**src/hdl/cnn_pkg.sv**
```systemverilog
////////////////////////////////////////////////////////////////////////
// Shared definitions for the feature-map concat stage
////////////////////////////////////////////////////////////////////////

package cnn_pkg;

  // Pixel width, one feature-map element
  localparam int DATA_WIDTH = 16;

  // Branch frame lengths, also the FIFO depths
  localparam int FRAME_PIXELS_1 = 16;
  localparam int FRAME_PIXELS_2 = 12;

  // Pointer widths, address plus one lap bit for full detection
  localparam int PTR_WIDTH_1 = $clog2(FRAME_PIXELS_1) + 1;
  localparam int PTR_WIDTH_2 = $clog2(FRAME_PIXELS_2) + 1;

  // One pixel on a port
  typedef logic [DATA_WIDTH-1:0] pixel_t;

  // Sequencer states
  typedef enum logic [1:0] {
    // Waiting for branch 1 to fill
    FILL    = 2'd0,
    // Reading branch 1
    DRAIN_1 = 2'd1,
    // Branch 1 done, branch 2 not full yet
    WAIT_2  = 2'd2,
    // Reading branch 2
    DRAIN_2 = 2'd3
  } concat_state_t;

endpackage
```
**src/hdl/cnn_concat_2in.sv**
```systemverilog
`timescale 1ns/1ps

module cnn_concat_2in (
  input  logic            clk,
  input  logic            reset,
  input  logic            valid_in_no1,
  input  cnn_pkg::pixel_t in_no1,
  input  logic            valid_in_no2,
  input  cnn_pkg::pixel_t in_no2,
  output cnn_pkg::pixel_t out,
  output logic            valid_out,
  output logic            frame_done
);

  //////////////////////////////////////////////////////////////////////
  // Internal wiring
  //////////////////////////////////////////////////////////////////////

  // Read levels from the sequencer
  logic read_no1;
  logic read_no2;

  // Branch 1 FIFO outputs
  cnn_pkg::pixel_t data_fifo_no1;
  logic            valid_fifo_no1;
  logic            full_no1;
  logic            empty_no1;

  // Branch 2 FIFO outputs
  cnn_pkg::pixel_t data_fifo_no2;
  logic            valid_fifo_no2;
  logic            full_no2;
  logic            empty_no2;

  //////////////////////////////////////////////////////////////////////
  // Branch 1 FIFO
  //////////////////////////////////////////////////////////////////////

  // One full branch 1 frame
  cnn_fifo_other #(
    .DATA_DEPTH   (cnn_pkg::FRAME_PIXELS_1),
    .POINTER_WIDTH(cnn_pkg::PTR_WIDTH_1)
  ) inst_fifo_no1 (
    .clk      (clk),
    .reset    (reset),
    .write    (valid_in_no1),
    .read     (read_no1),
    .data_in  (in_no1),
    .data_out (data_fifo_no1),
    .valid_out(valid_fifo_no1),
    .empty    (empty_no1),
    .full     (full_no1)
  );

  //////////////////////////////////////////////////////////////////////
  // Branch 2 FIFO
  //////////////////////////////////////////////////////////////////////

  // One full branch 2 frame
  cnn_fifo_other #(
    .DATA_DEPTH   (cnn_pkg::FRAME_PIXELS_2),
    .POINTER_WIDTH(cnn_pkg::PTR_WIDTH_2)
  ) inst_fifo_no2 (
    .clk      (clk),
    .reset    (reset),
    .write    (valid_in_no2),
    .read     (read_no2),
    .data_in  (in_no2),
    .data_out (data_fifo_no2),
    .valid_out(valid_fifo_no2),
    .empty    (empty_no2),
    .full     (full_no2)
  );

  //////////////////////////////////////////////////////////////////////
  // Drain order
  //////////////////////////////////////////////////////////////////////

  // Branch 1 whole, then branch 2 once full
  concat_sequencer inst_sequencer (
    .clk       (clk),
    .reset     (reset),
    .full_no1  (full_no1),
    .empty_no1 (empty_no1),
    .full_no2  (full_no2),
    .empty_no2 (empty_no2),
    .read_no1  (read_no1),
    .read_no2  (read_no2),
    .frame_done(frame_done)
  );

  //////////////////////////////////////////////////////////////////////
  // Output register
  //////////////////////////////////////////////////////////////////////

  // Strobe follows either branch, one cycle behind the FIFO
  always_ff @(posedge clk) begin
    if (reset) begin
      valid_out <= 1'b0;
    end else begin
      valid_out <= valid_fifo_no1 | valid_fifo_no2;
    end
  end

  // Pixel select, branch 1 first
  // Idle cycles keep the last pixel
  always_ff @(posedge clk) begin
    if (valid_fifo_no1) begin
      out <= data_fifo_no1;
    end else if (valid_fifo_no2) begin
      out <= data_fifo_no2;
    end
  end

endmodule

```
**src/hdl/concat_sequencer.sv**
```systemverilog
`timescale 1ns/1ps

module concat_sequencer (
  input  logic clk,
  input  logic reset,
  input  logic full_no1,
  input  logic empty_no1,
  input  logic full_no2,
  input  logic empty_no2,
  output logic read_no1,
  output logic read_no2,
  output logic frame_done
);

  //////////////////////////////////////////////////////////////////////
  // State register
  //////////////////////////////////////////////////////////////////////

  cnn_pkg::concat_state_t state;
  cnn_pkg::concat_state_t next_state;

  // End of frame, branch 2 ran dry while draining
  logic last_drained;

  assign last_drained = (state == cnn_pkg::DRAIN_2) && empty_no2;

  always_ff @(posedge clk) begin
    if (reset) begin
      state <= cnn_pkg::FILL;
    end else begin
      state <= next_state;
    end
  end

  //////////////////////////////////////////////////////////////////////
  // Next state
  //////////////////////////////////////////////////////////////////////

  always_comb begin
    next_state = state;
    case (state)
      // Branch 1 always goes out first
      cnn_pkg::FILL: begin
        if (full_no1) begin
          next_state = cnn_pkg::DRAIN_1;
        end
      end

      // Read until branch 1 runs empty
      cnn_pkg::DRAIN_1: begin
        if (empty_no1) begin
          // Skip the wait if branch 2 is ready
          if (full_no2) begin
            next_state = cnn_pkg::DRAIN_2;
          end else begin
            next_state = cnn_pkg::WAIT_2;
          end
        end
      end

      // Branch 2 may still be arriving
      cnn_pkg::WAIT_2: begin
        if (full_no2) begin
          next_state = cnn_pkg::DRAIN_2;
        end
      end

      // Rearm for the next frame once empty
      cnn_pkg::DRAIN_2: begin
        if (empty_no2) begin
          next_state = cnn_pkg::FILL;
        end
      end

      default: begin
        next_state = cnn_pkg::FILL;
      end
    endcase
  end

  //////////////////////////////////////////////////////////////////////
  // Registered outputs
  //////////////////////////////////////////////////////////////////////

  // Read levels follow the state they belong to
  // Both are decoded from next_state so they line up with it
  always_ff @(posedge clk) begin
    if (reset) begin
      read_no1 <= 1'b0;
      read_no2 <= 1'b0;
    end else begin
      read_no1 <= (next_state == cnn_pkg::DRAIN_1);
      read_no2 <= (next_state == cnn_pkg::DRAIN_2);
    end
  end

  // Single pulse on the return to FILL
  // Lands with the last branch 2 pixel at the top output
  always_ff @(posedge clk) begin
    if (reset) begin
      frame_done <= 1'b0;
    end else begin
      frame_done <= last_drained;
    end
  end

endmodule

```
**src/hdl/cnn_fifo_other.sv**
```systemverilog
`timescale 1ns/1ps

module cnn_fifo_other #(
  parameter int DATA_DEPTH    = 16,
  parameter int POINTER_WIDTH = 5
) (
  input  logic            clk,
  input  logic            reset,
  input  logic            write,
  input  logic            read,
  input  cnn_pkg::pixel_t data_in,
  output cnn_pkg::pixel_t data_out,
  output logic            valid_out,
  output logic            empty,
  output logic            full
);

  //////////////////////////////////////////////////////////////////////
  // Storage and pointers
  //////////////////////////////////////////////////////////////////////

  // Circular buffer, one frame deep
  cnn_pkg::pixel_t mem [DATA_DEPTH];

  // Top bit is the lap flag, the rest is the address
  logic [POINTER_WIDTH-1:0] wr_ptr;
  logic [POINTER_WIDTH-1:0] rd_ptr;

  // Accepted operations only
  logic do_write;
  logic do_read;

  // Step a pointer, wrap at DATA_DEPTH and flip the lap bit
  // Depth need not be a power of two
  function automatic logic [POINTER_WIDTH-1:0] next_ptr(
    input logic [POINTER_WIDTH-1:0] ptr
  );
    logic [POINTER_WIDTH-1:0] nxt;
    if (ptr[POINTER_WIDTH-2:0] == (POINTER_WIDTH-1)'(DATA_DEPTH - 1)) begin
      nxt = {~ptr[POINTER_WIDTH-1], {(POINTER_WIDTH-1){1'b0}}};
    end else begin
      nxt = ptr + 1'b1;
    end
    return nxt;
  endfunction

  //////////////////////////////////////////////////////////////////////
  // Flags
  //////////////////////////////////////////////////////////////////////

  // Same address and same lap, nothing stored
  assign empty = (wr_ptr == rd_ptr);

  // Same address on different laps, every slot used
  assign full = (wr_ptr[POINTER_WIDTH-1] != rd_ptr[POINTER_WIDTH-1]) &&
                (wr_ptr[POINTER_WIDTH-2:0] == rd_ptr[POINTER_WIDTH-2:0]);

  // Drop writes on full, reads on empty
  assign do_write = write & ~full;
  assign do_read  = read & ~empty;

  //////////////////////////////////////////////////////////////////////
  // Pointer update
  //////////////////////////////////////////////////////////////////////

  always_ff @(posedge clk) begin
    if (reset) begin
      wr_ptr <= '0;
      rd_ptr <= '0;
    end else begin
      if (do_write) begin
        wr_ptr <= next_ptr(wr_ptr);
      end
      if (do_read) begin
        rd_ptr <= next_ptr(rd_ptr);
      end
    end
  end

  // Memory write
  always_ff @(posedge clk) begin
    if (do_write) begin
      mem[wr_ptr[POINTER_WIDTH-2:0]] <= data_in;
    end
  end

  // Registered read data, held between reads
  always_ff @(posedge clk) begin
    if (do_read) begin
      data_out <= mem[rd_ptr[POINTER_WIDTH-2:0]];
    end
  end

  // One-cycle strobe alongside the read data
  always_ff @(posedge clk) begin
    if (reset) begin
      valid_out <= 1'b0;
    end else begin
      valid_out <= do_read;
    end
  end

endmodule

```
**config.mk**
```make
export PLATFORM = sky130hd
export DESIGN_NAME = cnn_concat_2in
export DESIGN_NICKNAME = d
export VERILOG_FILES = /design/src/hdl/cnn_pkg.sv /design/src/hdl/cnn_concat_2in.sv /design/src/hdl/concat_sequencer.sv /design/src/hdl/cnn_fifo_other.sv
export SDC_FILE = /design/constraint.sdc
export NUM_CORES = 1
export LEC_CHECK = 0
export BUFFER_PORTS_ARGS = -buffer_cell sky130_fd_sc_hd__clkbuf_2
export CORE_MARGIN = 1
export CORE_UTILIZATION = 56
export CTS_BUF_LIST = sky130_fd_sc_hd__clkbuf_4
export DETAILED_ROUTE_END_ITERATION = 6
export GPL_TIMING_DRIVEN = 0
export HOLD_SLACK_MARGIN = 0.05
export PLACE_DENSITY_LB_ADDON = 0.08
export SYNTH_ARGS = -nofsm -noshare
export SYNTH_HDL_FRONTEND = slang
export SYNTH_HIERARCHICAL = 1
export SYNTH_SLANG_ARGS = --single-unit
```
**constraint.sdc**
```tcl
create_clock -name clk -period 3.1 [get_ports clk]
set_input_delay 0.465 -clock clk [delete_from_list [all_inputs] [get_ports clk]]
set_output_delay 0.465 -clock clk [all_outputs]
set_load 0.05 [all_outputs]
```
; After elaboration in Yosys (flattened, before gate mapping)
; Memory sizes are Yosys's and may differ from the RTL's. A register that Yosys moved wholly into a read port is not among the register bits.
; Index checks and enable logic that the tools add are counted.
[totals]
ff_bits = 44
ramBits = 448
in_bits = 36
out_inout_bits = 18
word_cells = 67
memories = 2
[mem_list]
columns = name, depth, width, rd, rd_ports_with_merged_regs, wr, line
row1 = inst_fifo_no1.mem, 16, 16, 1, 1, 1, cnn_fifo_other.sv:23  ; cnn_pkg::pixel_t mem [DATA_DEPTH];
row2 = inst_fifo_no2.mem, 12, 16, 1, 1, 1, cnn_fifo_other.sv:23
[classes]
n_addsub = 4
n_eq_ne = 15
muxes = 16
n_bitwise = 13
n_reduce_logical = 5
[ops]
columns = op, n
row1 = $mux 16, 2
row2 = $add 5x1->5 const B, 4
row3 = $mux 5, 4
row4 = $eq 4x4->1 const B, 4
row5 = $eq 5x5->1, 2
row6 = $eq 4x4->1, 2
row7 = $mux 2, 4
row8 = $not 1->1, 8
row9 = $pmux 2 s4, 1
row10 = $eq 2x2->1 const B, 3
row11 = $mux 1, 5
row12 = $and 1x1->1, 4
row13 = $eq 2x1->1 const B, 2
row14 = $logic_and 1x1->1, 3
row15 = $logic_not 2->1, 1
row16 = $ne 1x1->1, 2
row17 = $reduce_bool 2->1, 1
row18 = $or 1x1->1, 1

; Longest topological paths before layout
[depth]
ltp_word = 6
mapped_depth = 8
ltp_nobuf = 7

; Modules after synthesis
; Netlist, hierarchy kept.
[modules_own_cells]
columns = mod, n_inst, cells_per_inst, area_per_inst_um2, seq_area_each_um2
row1 = cnn_fifo_other at inst_fifo_no1, 1, 542, 11134.4, 8388.0
row2 = cnn_fifo_other at inst_fifo_no2, 1, 417, 8668.3, 6466.2
row3 = cnn_concat_2in, 1, 37, 758.2, 500.5
row4 = concat_sequencer, 1, 19, 183.9, 100.1

; Worst setup path after synthesis
; Ideal clock, no wire load.
[synth_path]
path_kind = reg-to-reg
startpoint = register inst_fifo_no1.rd_ptr[2]
endpoint = register inst_fifo_no1.wr_ptr[4]
setup_time_ns = 0.121
arrival_ns = 2.083
required_time_ns = 2.979
slack_ns = 0.896
path_stages_with_launch = 6
n_path_buf = 1
period_less_slack_ns = 2.204
cell_sequence = dfxtp_1 -> buf_2 -> xnor2_1 -> and4_4 -> a21oi_1 -> mux2_2
[synth_via]
elab_chain_len = 4
[synth_lines]
columns = element, line
row1 = from (decl), cnn_fifo_other.sv:27  ; logic [POINTER_WIDTH-1:0] rd_ptr;
row2 = from (signal assigned), cnn_fifo_other.sv:75  ; rd_ptr <= next_ptr(rd_ptr);
row3 = $eq 4x4->1, cnn_fifo_other.sv:56  ; (wr_ptr[POINTER_WIDTH-2:0] == rd_ptr[POINTER_WIDTH-2:0]);
row4 = $logic_and 1x1->1, cnn_fifo_other.sv:55  ; assign full = (wr_ptr[POINTER_WIDTH-1] != rd_ptr[POINTER_WIDTH-1]) &&
row5 = $not 1->1, cnn_fifo_other.sv:59  ; assign do_write = write & ~full;
row6 = $and 1x1->1, cnn_fifo_other.sv:59
row7 = to (signal assigned), cnn_fifo_other.sv:72  ; wr_ptr <= next_ptr(wr_ptr);
row8 = to (decl), cnn_fifo_other.sv:26  ; logic [POINTER_WIDTH-1:0] wr_ptr;
; Every way passes these cells.
; A chain may end at the register's enable or synchronous reset.

; Final worst setup path
[layout_path]
startpoint = register inst_fifo_no1.rd_ptr[2]
endpoint = memory inst_fifo_no1/mem[10][6] (netlist name) (enable)
[layout_via]
elab_chain_len = 6
[layout_lines]
columns = element, line
row1 = $eq 4x4->1, cnn_fifo_other.sv:56
row2 = $logic_and 1x1->1, cnn_fifo_other.sv:55
row3 = $not 1->1, cnn_fifo_other.sv:59
row4 = $and 1x1->1, cnn_fifo_other.sv:59
row5 = $mux 1, cnn_fifo_other.sv:82  ; if (do_write) begin
row6 = $mux 1 (not written as such), cnn_fifo_other.sv:83  ; mem[wr_ptr[POINTER_WIDTH-2:0]] <= data_in;
row7 = to (decl), cnn_fifo_other.sv:23
; Every way passes these cells.

==> impl_metrics.py <==
metrics = {
    "final_layout": {
        "final_nets": 1270,
        "layout.cells.non_filler": 1783,
        "utilization": 0.644,
        "num-fill-cells": 2583,
        "syn_to_final_growth_pct": 13.3,
        "drive_gt1_frac": 0.340,
    },
    "drt": {
        "wl_um": 43100,
        "route.detailed.drc": 0,
        "ant_nets": 0,
        "wl_per_cell_um": 24.2,
        "drtIter0Drc": 756,
        "drt_pass1_iterations": 5,
        "vias": 10600,
        "vias_per_cell": 5.92,
    },
    "die": {
        "dieArea_um2": 37800,
        "die_width_um": 194,
        "die_y_um": 194,
        "initial_core_util": 0.568,
        "ios": 54,
        "coreArea_um2": 36500,
        "rows": 70,
    },
    "pwr": {
        "p_switching_mw": 2.88,
        "power_leakage_nw": 7.75,
        "combPwrFrac": 0.032,
        "power_density_nw_per_um2": 599,
        "netSwitchingFraction": 0.205,
        "power_frac_seq": 0.559,
        "irDropWorstVdd_uv": 291,
        "clkPwrFrac": 0.409,
        "finalPower_mw": 14.1,
        "internal-power_mw": 11.2,
    },
    "placed_design": {
        "dp_hpwl_um": 27100,
        "placed_cells": 1537,
        "place.gp.congestion": 0.773,
        "io_buffer_count": 53,
    },
    "synth": {
        "synth_top_area_frac": 0.718,
        "synth_top_family_by_area": "multiplexers",
        "synth_seq_cells": 524,
        "yosys_most_used_dff": "edfxtp_1",
        "synth_xor_area_frac": 0.00688,
        "netlist_area_um2": 20700,
        "yosysWarnings": 6,
        "syn_inst": 1015,
        "synthArstFlopShare": 0,
        "muxShareOfSynthArea": 0.148,
        "yosysSeqAreaShare": 0.745,
        "synth.avg_cell_area_um2": 20.4,
        "syn_nets": 1061,
        "synth_compound_area_frac": 0.0350,
        "ys_top_cells_by_area": "edfxtp_1, mux4_2, dfxtp_1",
        "yosysTopAreaCell": "edfxtp_1",
        "synthDistinctLibCells": 60,
        "synth_edf_count": 496,
        "synth-simple-area-share": 0.0393,
        "yosys.area_share.adder": 0.00603,
    },
    "clock_tree": {
        "post_cts_buffers": 0,
        "cts_tree": "done",
        "clock_latency_ns": 0.79,
        "htree_levels": 4,
        "clockRootBuffer": "clkbuf_4",
        "cts.path.max_buffers": 3,
        "cts_made_buffers": 132,
        "clkTransAtPathRegs_ns": 0.07,
        "cts.repair.resized": 0,
        "cts_sinks": 524,
    },
    "setup_path": {
        "reg2regPathDepth": 6,
        "cp.arrival_ns": 3.08,
        "endpoint_kind": "register",
        "path_class": "reg2reg",
        "crit_fanout": 16,
        "r2r_slack_ns": 0.41,
        "required_ns": 3.49,
        "worstReg2RegStart": "inst_fifo_no1/rd_ptr[2]",
        "cp-start-kind": "register",
        "r2r-end": "inst_fifo_no1/mem[10][6]",
    },
    "flow_run": {
        "maxCapViolCount": 0,
    },
    "grt": {
        "grt_pass1_vias": 11000,
        "grt_max_degree": 18,
        "grt_pass1_wl_um": 65400,
        "grt.met2_usage": 0.350,
        "grt_use_met1": 0.360,
        "grt-ovfl-total": 0,
        "antenna_found_initial": 1,
        "grtUsageMet3": 0.0498,
        "grt_busiest_layer": "met1",
        "grt_usage": 0.239,
    },
    "timing": {
        "setup_viol": 0,
        "worstMarginPinSlew_ns": 1.18,
        "max_freq_ghz": 0.371,
        "rsz0062_at_grt": "false",
        "min_period_over_period": 0.869,
        "finalClockSkew_ns": 0.0296,
        "fin_crit_ns": 2.69,
        "slew_headroom": 0.212,
        "slew_violations": 0,
        "hold_viol_final": 0,
    },
    "min_path": {
        "hold_path.class": "in2reg",
        "hold_path_end": "inst_fifo_no1/mem[14][4]",
        "whs_path_depth": 1,
        "min_from": "in_no1[4]",
    },
    "status": {
        "status": "finished clean",
    },
}
==> worst max-delay path, cell delays in order (launching register included) <==
cell	delay, ns
dfxtp_1	0.31
buf_2	0.25
xnor2_1	0.14
and4_4	0.24
a21boi_2	0.23
buf_2	0.25
and3_1	0.85
==> layout make-up <==
class,instances,area (um^2),share of cell area
diodes,2,5.00,0.000213
plain buffers,53,369,0.0157
clock buffers,196,1470,0.0626
clock inverters,27,208,0.00883
inverters,11,41.3,0.00176
multi-input cells,427,4880,0.208
flip-flops and latches,524,15500,0.657
well taps,468,586,0.0249
repair buffers,75,490,0.0209
==> state kept, by name, indices dropped and copies added, names as in the netlist, 2 cells and up <==
register and flops:
inst_fifo_no1/data_out 16, inst_fifo_no2/wr_ptr 5, inst_fifo_no2/rd_ptr 5, out 16
inst_fifo_no2/mem 192, inst_sequencer/state 2, inst_fifo_no1/rd_ptr 5, inst_fifo_no1/wr_ptr 5
inst_fifo_no2/data_out 16, inst_fifo_no1/mem 256
==> kinds of logic after synthesis <==
group           count (synthesis)
simple gates                  157
compound gates                 93
fa+ha+maj                      10
xor+xnor                       12
flops                         524
mux                           155
buf+inv                        64
==> cell usage in the layout, fill, tap and decap left out, drive strengths merged, types with 18 or more instances in the layout <==
| cell | n |
|---|---|
| o21ai | 24 |
| nor2b | 27 |
| edfxtp | 496 |
| clkinv | 18 |
| dlygate4sd3 | 21 |
| mux4 | 112 |
| buf | 38 |
| a211oi | 20 |
| and3 | 22 |
| clkbuf | 265 |
| mux2i | 20 |
| mux2 | 23 |
| dfxtp | 28 |
| nand2 | 66 |
==> cells in the mapped netlist (10+ instances only) <==
master    number
edfxtp_1     496
mux4_2        96
nand2_1       66
dfxtp_1       28
nor2b_1       27
and3_1        22
o21ai_0       22
mux2i_1       20
buf_2         17
a31oi_1       16
mux4_1        16
a211oi_2      15
clkbuf_1      14
nor2_1        13
mux2_2        11
buf_6         10
ha_1          10
==> metal layers <==
| metal | up-vias | part of all wire |
|---|---|---|
| li1 | 4689 | - |
| met1 | 5476 | 0.47 |
| met2 | 338 | 0.46 |
| met3 | 49 | 0.055 |
| met4 | 0 | 0.015 |
| met5 | - | 0 |
==> power groups by stage <==
stage	clock, mW	combinational, mW	sequential, mW
global placement	0	0.426	8.02
floorplan	0	0.227	8.01
CTS	5.95	0.460	7.87
global route	6.29	0.492	7.87
detailed placement	0	0.437	8.02
finish	5.76	0.453	7.87
==> metrics by stage <==
step	setup TNS (ns)	hold slack (ns)	area (um^2)	setup WS, ns
3_5_place_dp	0	0.496	21600	0.440
6_report	0	0.130	23500	0.407
4_1_cts	0	0.0547	23500	0.402
5_1_grt	0	0.0848	23500	0.297
3_3_place_gp	-0.00829	0.482	21600	-0.00829
2_1_floorplan	0	0.436	20700	0.896
==> worst max-delay path by stage <==
stage | cells past startpoint | from | slack (ns) | to
global route | 6 | inst_fifo_no1/rd_ptr[3] | 0.30 | inst_fifo_no1/mem[12][5]
finish | 6 | inst_fifo_no1/rd_ptr[2] | 0.41 | inst_fifo_no1/mem[10][6]
CTS | 6 | inst_fifo_no1/rd_ptr[2] | 0.40 | inst_fifo_no1/mem[12][5]
floorplan | 5 | inst_fifo_no1/rd_ptr[2] | 0.90 | inst_fifo_no1/wr_ptr[4]
detailed placement | 6 | inst_fifo_no1/rd_ptr[2] | 0.44 | inst_fifo_no1/mem[12][6]
global placement | 5 | inst_fifo_no1/rd_ptr[3] | -0.008 | inst_fifo_no1/wr_ptr[4]
==> repair_timing <==
action,4_1_cts,5_1_grt
endpoints found under the hold margin,228,0
endpoints found under the setup margin,0,0
hold buffers,21,0
(Power assumes the default switching activity.)
